<file path="config.mk">
export PLATFORM = sky130hd
export DESIGN_NAME = fm_synth_top
export DESIGN_NICKNAME = d
export VERILOG_FILES = /design/src/hdl/fm_pkg.sv /design/src/hdl/fm_reg_file.sv /design/src/hdl/fm_sequencer.sv /design/src/hdl/fm_phase_gen.sv /design/src/hdl/fm_wave_gen.sv /design/src/hdl/fm_mixer.sv /design/src/hdl/fm_synth_top.sv
export SDC_FILE = /design/constraint.sdc
export NUM_CORES = 1
export LEC_CHECK = 0
export ABC_AREA = 1
export BUFFER_PORTS_ARGS = -buffer_cell sky130_fd_sc_hd__buf_2
export CORE_MARGIN = 3
export CORE_UTILIZATION = 30
export CTS_CLUSTER_SIZE = 25
export DETAILED_ROUTE_END_ITERATION = 8
export GPL_ROUTABILITY_DRIVEN = 1
export HOLD_SLACK_MARGIN = 0.12
export SYNTH_ARGS = -nofsm -noshare
export SYNTH_HDL_FRONTEND = slang
export SYNTH_SLANG_ARGS = --single-unit
</file>
<file path="constraint.sdc">
create_clock -name clk -period 7.2 [get_ports clk]
set_input_delay 0.72 -clock clk [delete_from_list [all_inputs] [get_ports clk]]
set_output_delay 0.72 -clock clk [all_outputs]
set_load 0.05 [all_outputs]
</file>
<file path="src/hdl/fm_pkg.sv">
`default_nettype none

package fm_pkg;

	localparam int SAMPLE_WIDTH   = 16; // mixer output
	localparam int WAVE_WIDTH     = 14; // per-channel amplitude
	localparam int PHASE_WIDTH    = 20; // phase accumulator
	localparam int FNUM_WIDTH     = 10;
	localparam int BLOCK_WIDTH    = 3;
	localparam int ATTEN_WIDTH    = 4;
	localparam int WAVE_SEL_WIDTH = 2;

	typedef logic signed [SAMPLE_WIDTH-1:0] sample_t;
	typedef logic signed [WAVE_WIDTH-1:0]   wave_t;
	typedef logic        [PHASE_WIDTH-1:0]  phase_t;
	typedef logic        [7:0]              reg_byte_t;

	// field code sits in addr[7:4], channel in addr[3:0]
	typedef enum logic [3:0] {
		FIELD_FNUM_LO = 4'h0, // fnum[7:0]
		FIELD_FNUM_HI = 4'h1, // fnum[9:8], block, key-on
		FIELD_VOICE   = 4'h2, // atten, waveform
		FIELD_PAN     = 4'h3  // left, right enables
	} reg_field_e;

	typedef enum logic [WAVE_SEL_WIDTH-1:0] {
		WAVE_OFF    = 2'd0,
		WAVE_SQUARE = 2'd1,
		WAVE_SAW    = 2'd2,
		WAVE_TRI    = 2'd3
	} wave_sel_e;

endpackage

`default_nettype wire

</file>
<file path="src/hdl/fm_reg_file.sv">
`timescale 1ns/1ps
`default_nettype none

module fm_reg_file #(
	parameter int NUM_CHANNELS = 4,
	localparam int IDX_W = (NUM_CHANNELS > 1) ? $clog2(NUM_CHANNELS) : 1
) (
	input  logic                                        clk,
	input  logic                                        rst_n,
	input  logic                                        wr,
	input  logic                                        rd,
	input  logic [7:0]                                  addr,
	input  fm_pkg::reg_byte_t                           wr_data,
	output fm_pkg::reg_byte_t                           rd_data,
	output logic                                        rd_valid,
	output logic [NUM_CHANNELS*fm_pkg::FNUM_WIDTH-1:0]  fnum,
	output logic [NUM_CHANNELS*fm_pkg::BLOCK_WIDTH-1:0] block,
	output logic [NUM_CHANNELS-1:0]                     kon,
	output logic [NUM_CHANNELS*fm_pkg::ATTEN_WIDTH-1:0] atten,
	output logic [NUM_CHANNELS*fm_pkg::WAVE_SEL_WIDTH-1:0] wave,
	output logic [NUM_CHANNELS-1:0]                     pan_l,
	output logic [NUM_CHANNELS-1:0]                     pan_r
);

	fm_pkg::reg_byte_t fnum_lo_q [NUM_CHANNELS]; // full bytes kept for read-back
	fm_pkg::reg_byte_t fnum_hi_q [NUM_CHANNELS];
	fm_pkg::reg_byte_t voice_q   [NUM_CHANNELS];
	fm_pkg::reg_byte_t pan_q     [NUM_CHANNELS];

	fm_pkg::reg_field_e field;
	logic [IDX_W-1:0]   ch_sel;
	logic               ch_ok;
	fm_pkg::reg_byte_t  rd_byte;

	assign field  = fm_pkg::reg_field_e'(addr[7:4]);
	assign ch_sel = addr[IDX_W-1:0];
	assign ch_ok  = (32'(addr[3:0]) < NUM_CHANNELS); // out-of-range channels ignored

	always_ff @(posedge clk) begin
		if (!rst_n) begin
			for (int c = 0; c < NUM_CHANNELS; c++) begin
				fnum_lo_q[c] <= '0;
				fnum_hi_q[c] <= '0;
				voice_q[c]   <= '0;
				pan_q[c]     <= '0;
			end
		end else if (wr && ch_ok) begin
			case (field)
				fm_pkg::FIELD_FNUM_LO: fnum_lo_q[ch_sel] <= wr_data;
				fm_pkg::FIELD_FNUM_HI: fnum_hi_q[ch_sel] <= wr_data;
				fm_pkg::FIELD_VOICE:   voice_q[ch_sel]   <= wr_data;
				fm_pkg::FIELD_PAN:     pan_q[ch_sel]     <= wr_data;
				default: ; // undefined field, dropped
			endcase
		end
	end

	always_comb begin
		rd_byte = '0; // zero for bad field or channel
		if (ch_ok) begin
			case (field)
				fm_pkg::FIELD_FNUM_LO: rd_byte = fnum_lo_q[ch_sel];
				fm_pkg::FIELD_FNUM_HI: rd_byte = fnum_hi_q[ch_sel];
				fm_pkg::FIELD_VOICE:   rd_byte = voice_q[ch_sel];
				fm_pkg::FIELD_PAN:     rd_byte = pan_q[ch_sel];
				default:               rd_byte = '0;
			endcase
		end
	end

	always_ff @(posedge clk) begin
		if (!rst_n) rd_valid <= 1'b0;
		else rd_valid <= rd; // one cycle after the strobe
	end

	always_ff @(posedge clk) begin
		if (rd) rd_data <= rd_byte;
	end

	// unpack the bytes onto the per-channel buses
	for (genvar c = 0; c < NUM_CHANNELS; c++) begin : g_fields
		assign fnum[c*fm_pkg::FNUM_WIDTH +: fm_pkg::FNUM_WIDTH] = {fnum_hi_q[c][1:0], fnum_lo_q[c]};
		assign block[c*fm_pkg::BLOCK_WIDTH +: fm_pkg::BLOCK_WIDTH] = fnum_hi_q[c][4:2];
		assign kon[c] = fnum_hi_q[c][5];
		assign atten[c*fm_pkg::ATTEN_WIDTH +: fm_pkg::ATTEN_WIDTH] = voice_q[c][3:0];
		assign wave[c*fm_pkg::WAVE_SEL_WIDTH +: fm_pkg::WAVE_SEL_WIDTH] = voice_q[c][5:4];
		assign pan_l[c] = pan_q[c][0];
		assign pan_r[c] = pan_q[c][1];
	end

endmodule

`default_nettype wire

</file>
<file path="src/hdl/fm_sequencer.sv">
`timescale 1ns/1ps
`default_nettype none

module fm_sequencer #(
	parameter int NUM_CHANNELS  = 4,
	parameter int CLK_DIV_COUNT = 32,
	localparam int IDX_W = (NUM_CHANNELS > 1) ? $clog2(NUM_CHANNELS) : 1
) (
	input  logic             clk,
	input  logic             rst_n,
	output logic             ch_valid,
	output logic [IDX_W-1:0] ch_idx,
	output logic             ch_last
);

	localparam int DIV_W = (CLK_DIV_COUNT > 1) ? $clog2(CLK_DIV_COUNT) : 1;

	logic [DIV_W-1:0] div_cnt;
	logic             tick;

	assign tick = (div_cnt == DIV_W'(CLK_DIV_COUNT - 1)); // one sample period boundary

	always_ff @(posedge clk) begin
		if (!rst_n) div_cnt <= '0;
		else if (tick) div_cnt <= '0;
		else div_cnt <= div_cnt + 1'b1;
	end

	// sweep runs one channel per clock starting the cycle after tick
	always_ff @(posedge clk) begin
		if (!rst_n) begin
			ch_valid <= 1'b0;
			ch_idx   <= '0;
			ch_last  <= 1'b0;
		end else if (tick) begin
			ch_valid <= 1'b1;
			ch_idx   <= '0;
			ch_last  <= (NUM_CHANNELS == 1); // single channel is also last
		end else if (ch_valid && !ch_last) begin
			ch_idx  <= ch_idx + 1'b1;
			ch_last <= (32'(ch_idx) == NUM_CHANNELS - 2); // next one is the last
		end else begin
			ch_valid <= 1'b0; // idle until next tick
			ch_last  <= 1'b0;
		end
	end

endmodule

`default_nettype wire

</file>
<file path="src/hdl/fm_phase_gen.sv">
`timescale 1ns/1ps
`default_nettype none

module fm_phase_gen #(
	parameter int NUM_CHANNELS = 4,
	localparam int IDX_W = (NUM_CHANNELS > 1) ? $clog2(NUM_CHANNELS) : 1
) (
	input  logic                                        clk,
	input  logic                                        rst_n,
	input  logic                                        ch_valid,
	input  logic [IDX_W-1:0]                            ch_idx,
	input  logic                                        ch_last,
	input  logic [NUM_CHANNELS*fm_pkg::FNUM_WIDTH-1:0]  fnum,
	input  logic [NUM_CHANNELS*fm_pkg::BLOCK_WIDTH-1:0] block,
	input  logic [NUM_CHANNELS-1:0]                     kon,
	output logic                                        ph_valid,
	output logic [IDX_W-1:0]                            ph_idx,
	output logic                                        ph_last,
	output logic                                        ph_active,
	output fm_pkg::phase_t                              phase
);

	fm_pkg::phase_t phase_mem [NUM_CHANNELS]; // one accumulator per channel

	logic [fm_pkg::FNUM_WIDTH-1:0]  fnum_sel;
	logic [fm_pkg::BLOCK_WIDTH-1:0] block_sel;
	fm_pkg::phase_t                 incr;
	fm_pkg::phase_t                 phase_next;

	assign fnum_sel   = fnum[ch_idx*fm_pkg::FNUM_WIDTH +: fm_pkg::FNUM_WIDTH];
	assign block_sel  = block[ch_idx*fm_pkg::BLOCK_WIDTH +: fm_pkg::BLOCK_WIDTH];
	assign incr       = fm_pkg::phase_t'(fnum_sel) << block_sel; // fnum * 2^block
	assign phase_next = phase_mem[ch_idx] + incr; // wraps at 2^20

	always_ff @(posedge clk) begin
		if (!rst_n) begin
			for (int c = 0; c < NUM_CHANNELS; c++) phase_mem[c] <= '0;
			ph_active <= 1'b0;
		end else if (ch_valid) begin
			if (kon[ch_idx]) begin
				phase_mem[ch_idx] <= phase_next;
				ph_active         <= 1'b1;
			end else begin
				phase_mem[ch_idx] <= '0; // key-off restarts from zero
				ph_active         <= 1'b0;
			end
		end
	end

	always_ff @(posedge clk) begin
		if (ch_valid) phase <= kon[ch_idx] ? phase_next : '0;
	end

	always_ff @(posedge clk) begin
		if (!rst_n) begin
			ph_valid <= 1'b0;
			ph_idx   <= '0;
			ph_last  <= 1'b0;
		end else begin
			ph_valid <= ch_valid; // sideband follows the phase one stage on
			ph_idx   <= ch_idx;
			ph_last  <= ch_last;
		end
	end

endmodule

`default_nettype wire

</file>
<file path="src/hdl/fm_wave_gen.sv">
`timescale 1ns/1ps
`default_nettype none

module fm_wave_gen #(
	parameter int NUM_CHANNELS = 4,
	localparam int IDX_W = (NUM_CHANNELS > 1) ? $clog2(NUM_CHANNELS) : 1
) (
	input  logic                                           clk,
	input  logic                                           rst_n,
	input  logic                                           ph_valid,
	input  logic [IDX_W-1:0]                               ph_idx,
	input  logic                                           ph_last,
	input  logic                                           ph_active,
	input  fm_pkg::phase_t                                 phase,
	input  logic [NUM_CHANNELS*fm_pkg::ATTEN_WIDTH-1:0]    atten,
	input  logic [NUM_CHANNELS*fm_pkg::WAVE_SEL_WIDTH-1:0] wave,
	output logic                                           wv_valid,
	output logic [IDX_W-1:0]                               wv_idx,
	output logic                                           wv_last,
	output fm_pkg::wave_t                                  wv_value
);

	localparam int PW = fm_pkg::PHASE_WIDTH;

	fm_pkg::wave_sel_e              wave_sel;
	logic [fm_pkg::ATTEN_WIDTH-1:0] atten_sel;
	logic [12:0]                    tri_fold;
	fm_pkg::wave_t                  raw;

	assign wave_sel  = fm_pkg::wave_sel_e'(wave[ph_idx*fm_pkg::WAVE_SEL_WIDTH +:
		fm_pkg::WAVE_SEL_WIDTH]);
	assign atten_sel = atten[ph_idx*fm_pkg::ATTEN_WIDTH +: fm_pkg::ATTEN_WIDTH];

	// second half of the cycle runs the ramp back down
	assign tri_fold = phase[PW-1] ? ~phase[PW-2:PW-14] : phase[PW-2:PW-14];

	always_comb begin
		raw = '0;
		if (ph_active) begin
			case (wave_sel)
				fm_pkg::WAVE_SQUARE: raw = phase[PW-1] ? -14'sd8191 : 14'sd8191;
				fm_pkg::WAVE_SAW:    raw = fm_pkg::wave_t'(phase[PW-1:PW-14]); // top 14 bits
				fm_pkg::WAVE_TRI:    raw = fm_pkg::wave_t'({1'b0, tri_fold}) - 14'sd4096;
				default:             raw = '0; // WAVE_OFF
			endcase
		end
	end

	always_ff @(posedge clk) begin
		if (ph_valid) wv_value <= raw >>> atten_sel; // 6 dB per step
	end

	always_ff @(posedge clk) begin
		if (!rst_n) begin
			wv_valid <= 1'b0;
			wv_idx   <= '0;
			wv_last  <= 1'b0;
		end else begin
			wv_valid <= ph_valid;
			wv_idx   <= ph_idx;
			wv_last  <= ph_last;
		end
	end

endmodule

`default_nettype wire

</file>
<file path="src/hdl/fm_mixer.sv">
`timescale 1ns/1ps
`default_nettype none

module fm_mixer #(
	parameter int NUM_CHANNELS = 4,
	localparam int IDX_W = (NUM_CHANNELS > 1) ? $clog2(NUM_CHANNELS) : 1
) (
	input  logic                    clk,
	input  logic                    rst_n,
	input  logic                    wv_valid,
	input  logic [IDX_W-1:0]        wv_idx,
	input  logic                    wv_last,
	input  fm_pkg::wave_t           wv_value,
	input  logic [NUM_CHANNELS-1:0] pan_l,
	input  logic [NUM_CHANNELS-1:0] pan_r,
	output fm_pkg::sample_t         sample_l,
	output fm_pkg::sample_t         sample_r,
	output logic                    sample_valid
);

	fm_pkg::sample_t acc_l; // running sums over the sweep
	fm_pkg::sample_t acc_r;
	fm_pkg::sample_t value_ext;
	fm_pkg::sample_t sum_l;
	fm_pkg::sample_t sum_r;

	assign value_ext = fm_pkg::sample_t'(wv_value); // sign extended
	assign sum_l     = acc_l + (pan_l[wv_idx] ? value_ext : '0);
	assign sum_r     = acc_r + (pan_r[wv_idx] ? value_ext : '0);

	always_ff @(posedge clk) begin
		if (!rst_n) begin
			acc_l        <= '0;
			acc_r        <= '0;
			sample_l     <= '0;
			sample_r     <= '0;
			sample_valid <= 1'b0;
		end else begin
			sample_valid <= 1'b0; // single-cycle pulse
			if (wv_valid) begin
				if (wv_last) begin
					sample_l     <= sum_l; // publish finished frame
					sample_r     <= sum_r;
					sample_valid <= 1'b1;
					acc_l        <= '0;
					acc_r        <= '0;
				end else begin
					acc_l <= sum_l;
					acc_r <= sum_r;
				end
			end
		end
	end

endmodule

`default_nettype wire

</file>
<file path="src/hdl/fm_synth_top.sv">
`timescale 1ns/1ps
`default_nettype none

module fm_synth_top #(
	parameter int NUM_CHANNELS  = 4,
	parameter int CLK_DIV_COUNT = 32
) (
	input  logic              clk,
	input  logic              rst_n,
	input  logic              wr,
	input  logic              rd,
	input  logic [7:0]        addr,
	input  fm_pkg::reg_byte_t wr_data,
	output fm_pkg::reg_byte_t rd_data,
	output logic              rd_valid,
	output fm_pkg::sample_t   sample_l,
	output fm_pkg::sample_t   sample_r,
	output logic              sample_valid
);

	localparam int IDX_W = (NUM_CHANNELS > 1) ? $clog2(NUM_CHANNELS) : 1;

	logic [NUM_CHANNELS*fm_pkg::FNUM_WIDTH-1:0]     fnum; // register bank to pipeline
	logic [NUM_CHANNELS*fm_pkg::BLOCK_WIDTH-1:0]    block;
	logic [NUM_CHANNELS-1:0]                        kon;
	logic [NUM_CHANNELS*fm_pkg::ATTEN_WIDTH-1:0]    atten;
	logic [NUM_CHANNELS*fm_pkg::WAVE_SEL_WIDTH-1:0] wave;
	logic [NUM_CHANNELS-1:0]                        pan_l;
	logic [NUM_CHANNELS-1:0]                        pan_r;

	logic             ch_valid, ph_valid, wv_valid; // per-stage strobes
	logic [IDX_W-1:0] ch_idx, ph_idx, wv_idx;
	logic             ch_last, ph_last, wv_last;
	logic             ph_active;
	fm_pkg::phase_t   phase;
	fm_pkg::wave_t    wv_value;

	fm_reg_file #(.NUM_CHANNELS(NUM_CHANNELS)) reg_file0 (.*);

	fm_sequencer #(
		.NUM_CHANNELS (NUM_CHANNELS),
		.CLK_DIV_COUNT(CLK_DIV_COUNT)
	) sequencer0 (.*);

	fm_phase_gen #(.NUM_CHANNELS(NUM_CHANNELS)) phase_gen0 (.*);
	fm_wave_gen  #(.NUM_CHANNELS(NUM_CHANNELS)) wave_gen0 (.*);
	fm_mixer     #(.NUM_CHANNELS(NUM_CHANNELS)) mixer0 (.*);

endmodule

`default_nettype wire

</file>
* Word-level counts from Yosys, hierarchy flattened
Memory sizes are Yosys's and may differ from the RTL's. A register that Yosys moved wholly into a read port is not among the register bits.
Cells that the tools add are included.
** Storage, ports and cells
- Memory bits (writable) :: 208
- Memories kept :: 5
- Register bits after elaboration :: 126
** Memory list
- phase_gen0.phase_mem :: depth 4, width 20, read ports 1, clocked after memory_dff 1, write ports 4, line fm_phase_gen.sv:23 : fm_pkg::phase_t phase_mem [NUM_CHANNELS];
- reg_file0.fnum_hi_q :: depth 4, width 8, read ports 5, clocked after memory_dff 0, write ports 4, line fm_reg_file.sv:26 : fm_pkg::reg_byte_t fnum_hi_q [NUM_CHANNELS];
- reg_file0.fnum_lo_q :: depth 4, width 8, read ports 5, clocked after memory_dff 0, write ports 4, line fm_reg_file.sv:25 : fm_pkg::reg_byte_t fnum_lo_q [NUM_CHANNELS];
- reg_file0.pan_q :: depth 4, width 8, read ports 5, clocked after memory_dff 0, write ports 4, line fm_reg_file.sv:28 : fm_pkg::reg_byte_t pan_q [NUM_CHANNELS];
- reg_file0.voice_q :: depth 4, width 8, read ports 5, clocked after memory_dff 0, write ports 4, line fm_reg_file.sv:27 : fm_pkg::reg_byte_t voice_q [NUM_CHANNELS];
** Operators by class
- Equality and inequality tests :: 9
- Muxes and demuxes :: 61
- Multiply operators :: 2
- Shift-type cells :: 6
- Order comparisons :: 3
- Reductions and logical operators :: 13
- Bitwise gates (word level) :: 4
- Add/sub/neg operators :: 6
** Operator list (count)
- two-way mux 16 bit :: 4
- case mux 14 bit (3 select lines) :: 1
- two-way mux 20 bit :: 2
- variable part select 40 x 7 -> 10 bit :: 1
- two-way mux 1 bit :: 36
- adder 16 bit :: 2
- two-way mux 8 bit :: 4
- case mux 8 bit (4 select lines) :: 1
- OR reduction 8 bit :: 4
- two-way mux 14 bit :: 2
- adder 20 bit :: 1
- OR reduction 20 bit :: 1
- left shift 10 x 3 -> 20 bit :: 1
- variable part select 16 x 5 -> 4 bit :: 1
- two-way mux 2 bit :: 7
- >>> shifter 14 x 4 -> 14 bit :: 1
- subtractor 13 x 13 -> 14 bit, second input constant :: 1
- two-way mux 13 bit :: 1
- NOT 13 bit :: 1
- variable part select 12 x 5 -> 3 bit :: 1
- equality test 4 x 2 -> 1 bit, second input constant :: 2
- variable part select 8 x 4 -> 2 bit :: 1
- binary-select mux 1 bit (select 2 bit) :: 3
- equality test 2 bit, second input constant :: 3
- 18 further kinds :: 22

* Logic depth before layout (Yosys ltp)
An unclocked memory read counts as a cell.
- Word-level depth :: 10
- Depth in mapped cells :: 25

* By module
A second synthesis with hierarchy kept.
** Second synthesis, totals
- Cells, all modules :: 2673
- Area total of the unflattened synthesis :: 20181.9 um^2
** Modules (own cells, without submodules)
- fm_reg_file :: cells each 810, area an instance 7178.1 um^2, sequential area each 4103.9 um^2, times used 1
- fm_phase_gen :: cells each 793, area an instance 6418.7 um^2, sequential area each 3103.0 um^2, times used 1
- fm_mixer :: cells each 724, area an instance 4393.0 um^2, sequential area each 1301.2 um^2, times used 1
- fm_wave_gen :: cells each 300, area an instance 1828.0 um^2, sequential area each 500.5 um^2, times used 1
- fm_sequencer :: cells each 46, area an instance 364.1 um^2, sequential area each 180.2 um^2, times used 1

* Worst setup path after synthesis
Ideal clock, no wire load.
- Path kind :: register to register
- Start point :: register sequencer0.ch_idx[0]
- End point :: memory phase_gen0.phase_mem[0][16] (netlist name), data pin
- Arrival :: 3.147 ns
- Data required time :: 6.934 ns
- Cell stages (with the launch flop) :: 20
- Setup time :: 0.266 ns
- Period minus slack after synthesis :: 3.413 ns
- Slack :: 3.787 ns
- Buffers on the path :: 3
- Cell sequence :: dfxtp_1 > buf_2 > inv_2 > buf_2 > or2_2 > a32oi_1 > inv_1 > buf_2 > nor3_1 > ha_1 > inv_1 > fa_1 > o21ai_0 > nand2_1 > o211ai_1 > nand2_1 > o21ai_0 > xor2_1 > nand2_1 > nor2_1
** RTL lines
- from (decl) :: line fm_sequencer.sv:12 : output logic [IDX_W-1:0] ch_idx,
- from (signal assigned) :: line fm_sequencer.sv:40 : ch_idx <= ch_idx + 1'b1;
- to (decl) :: line fm_phase_gen.sv:23

==> summary.md <==
| Metric | Value |
|---|---|
| Mapped Avg Cell Area | `8.22 sq um` |
| Post-cts gate resize count | `0` |
| # rows | `88` |
| Final setup viols | `0` |
| Register area | `0.00905 sq mm` |
| Post-DP HPWL | `32700 um` |
| Worst path max stage delay | `0.77 ns` |
| Diodes inserted | `0` |
| Drt first pass iters | `6` |
| DP Area | `0.0189 sq mm` |
| Critical hold path startpoint | `sequencer0.div_cnt[0]$_SDFF_PP0_` |
| R2R depth | `15` |
| GRT Total Usage | `14.7%` |
| Net Count, Synth | `2253` |
| Initial antenna violation count | `0` |
| Vias per inst | `4.96` |
| Max Slew Vio Count | `0` |
| Hold path endpoint | `sequencer0.div_cnt[0]$_SDFF_PP0_` |
| CTS Root Cell | `clkbuf_16` |
| Area leader, netlist | `edfxtp_1` |
| Count of different cell masters after synthesis | `55` |
| Width of the die | `250 um` |
| Ports | `62` |
| Hold crit path type | `register to register` |
| Vias post-DR | `14847` |
| Lkg Pwr | `8.52 nW` |
| Ratio of cells with drive above 1 in the final layout | `8.72%` |
| Vias in the first global route | `14026` |
| Final non-filler cell total | `2991` |
| Worst path cell trace | `inv_1, a32oi_2, inv_1, nor3_1, ha_1, inv_1, fa_1, o21ai_0, nand2_1, o211ai_1, nand2_1, o21ai_0, xor2_1, nand2_1, nor2_1` |
| Nets | `2270` |
| Die height | `250 um` |
| Die area | `0.0627 sq mm` |
| ANT nets after route | `0` |
| Initial DRC count | `1342` |
| Cell area power density | `221 mW/mm^2` |
| Worst path required time | `7.60 ns` |
| Global-route wire length before repair | `75100 um` |
| Fin Setup TNS | `0 ns` |
| # DRC | `0` |
| Buffers on Ports | `61` |
| Arrival @ worst endpoint | `5.40 ns` |
| Peak supply drop | `147 uV` |
| Register bit total from synthesis | `330` |
| RePlAce Congestion | `0.919` |
| Num CTS Buffers | `37` |
| CTS Sinks | `330` |
| Outcome | `finished, final reports clean` |
| Max Clk Rate | `200 MHz` |
| Design area | `0.0202 sq mm` |
| Clk Latency, worst-skew pair | `0.55 ns` |
| Final core utilization | `34.6%` |
| Crit share post-route | `69.6%` |
| Routed len/inst | `16.0 um` |
| H-tree levels | `2` |
| Post-Place Setup Slack | `2.32 ns` |
| Worst-path clk slew | `0.06 ns` |
| Ys async rst share | `0%` |
| GRT overflow | `0` |
| Hold Path Cell Cnt | `1` |
| Layout Area Growth over Synthesis | `12.7%` |
| Type of origin of the critical path | `register` |
| Commonest cells in the synthesized netlist | `nand2_1, nor2_1, edfxtp_1` |
| Wirelength, routed | `47700 um` |
| Register area share after synthesis | `50.5%` |
| Post-CTS setup buffers | `0` |
| Combined area of the multi-input logic cells | `0.00768 sq mm` |
| Yosys top cell area share | `40.9%` |
| Slew HR | `23.9%` |
| Skew final | `0.0214 ns` |
| CP max stage cell | `a32oi_2` |
| Worst r2r src | `sequencer0.ch_idx[1]$_SDFFE_PP0P_` |
| Worst R2R End | `phase_gen0.phase_mem[0][16]$_SDFFCE_PN0P_` |
| Top-count cell post-synth | `nand2_1` |
| Min Tclk post-route | `5.01 ns` |
| Final hold viol count | `0` |
| Post-Synthesis Cells | `2180` |
| Critical Setup Path Class | `register to register` |
| CTS Buffer Depth | `3` |
| Effective utilization at floorplan | `30.7%` |
| Synth area leaders | `edfxtp_1, dfxtp_1, nand2_1, nor2_1, o21ai_0` |
| EDFF count, synth | `244` |
| Largest net degree at the start of global routing | `59` |
| Final worst slack | `2.19 ns` |
| Placed Instances | `2923` |
| Worst-path maximum fanout | `21` |
| RSZ-0062 raised after global routing | `no` |
| Final Power | `4.46 mW` |
| Core box area | `0.0584 sq mm` |
| Crit. End Element | `register` |
| Hold Buf Count CTS | `0` |
| Prevailing post-synth register cell | `edfxtp_1` |
| CTS tree | `built` |
| Filler instances | `5946` |
| CP delay by family, top | `compound AO/OA/AOI/OAI gates` |
| Worst slew pin tran | `1.14 ns` |
| R2R Setup Slk | `2.19 ns` |
| Netlist Area Pre-Place | `0.0179 sq mm` |
| WHS | `0.458 ns` |
| # Max-Cap Violations | `0` |
| Ys Warns | `0` |
| Worst Path Buf+Inv | `3` |
worst max-delay path by stage:
stage / from / endpoint / depth (start not counted)
global placement: sequencer0.ch_idx[1]$_SDFFE_PP0P_ / phase_gen0.phase_mem[2][16]$_SDFFCE_PN0P_ / 15
CTS: sequencer0.ch_idx[1]$_SDFFE_PP0P_ / phase_gen0.phase_mem[0][16]$_SDFFCE_PN0P_ / 15
finish: sequencer0.ch_idx[1]$_SDFFE_PP0P_ / phase_gen0.phase_mem[0][16]$_SDFFCE_PN0P_ / 15
detailed placement: sequencer0.ch_idx[1]$_SDFFE_PP0P_ / phase_gen0.phase_mem[0][16]$_SDFFCE_PN0P_ / 15
global route: sequencer0.ch_idx[1]$_SDFFE_PP0P_ / phase_gen0.phase_mem[0][16]$_SDFFCE_PN0P_ / 15
floorplan: sequencer0.ch_idx[0]$_SDFFE_PP0P_ / phase_gen0.phase_mem[0][16]$_SDFFCE_PN0P_ / 19
cells by family (layout without fill, tap and decap cells):
group	after synthesis	count (layout)	synth area share, %
simple gates	1063	1063	24.4
compound gates	393	393	12.5
flops	330	330	50.5
buf+inv	301	347	6.74
fa+ha+maj	53	53	3.83
xor+xnor	34	34	1.66
mux	6	6	0.335
sequential cells by signal, summed over array words and instances, names as in the netlist, 5 cells and up, named ones only:
name,count
reg_file0.fnum_lo_q,32
mixer0.sample_l,16
sequencer0.div_cnt,5
reg_file0.fnum_hi_q,32
mixer0.acc_l,16
reg_file0.rd_data,8
reg_file0.voice_q,32
phase_gen0.phase,14
reg_file0.pan_q,32
wave_gen0.wv_value,14
phase_gen0.phase_mem,80
mixer0.acc_r,16
mixer0.sample_r,16
layout make-up:
cell class | instances | area share [%]
flip-flops and latches | 330 | 44.8
multi-input cells | 1549 | 38.1
clock buffers | 49 | 5.32
well taps | 765 | 4.74
inverters | 196 | 3.66
repair buffers | 83 | 2.33
clock inverters | 19 | 1.05
power by group:
group	internal (mW)	switching (mW)
clock network	1.20	0.781
logic	0.0941	0.258
registers	2.10	0.0258
placed cells by master, fill, tap and decap left out, types with 5 or more instances in the layout:
master | Yosys | layout
nand2_1 | 450 | 450
nor2_1 | 400 | 398
edfxtp_1 | 244 | 244
inv_1 | 188 | 187
o21ai_0 | 172 | 172
a21oi_1 | 121 | 121
nand3_1 | 114 | 114
dfxtp_1 | 86 | 86
buf_2 | 21 | 61
ha_1 | 50 | 50
nor3_1 | 48 | 48
clkbuf_16 | 0 | 40
xor2_1 | 27 | 27
buf_4 | 4 | 22
a22oi_1 | 21 | 21
o22ai_1 | 20 | 20
or2_2 | 16 | 16
nand4_1 | 9 | 9
inv_2 | 7 | 8
a31oi_1 | 8 | 8
xnor2_1 | 7 | 7
a21o_1 | 7 | 7
mux2i_1 | 6 | 6
nand2_2 | 6 | 6
o21bai_1 | 6 | 6
a32oi_1 | 5 | 5
a32o_1 | 5 | 5
clkinv_2 | 0 | 5
clkbuf_1 | 67 | 5
per-layer routing:
| metal | up-vias | wire length, um | global-route usage [%] | share of wire, % |
|---|---|---|---|---|
| met1 | 6925 | 21100 | 19.5 | 44 |
| met4 | 0 | 1270 | 4.98 | 2.7 |
| met5 | - | 0 | 0 | 0 |
| li1 | 7366 | - | - | - |
| met2 | 477 | 22500 | 24.9 | 47 |
| met3 | 79 | 2880 | 1.91 | 6.0 |
Note: power is estimated with default switching activity, not from simulation.
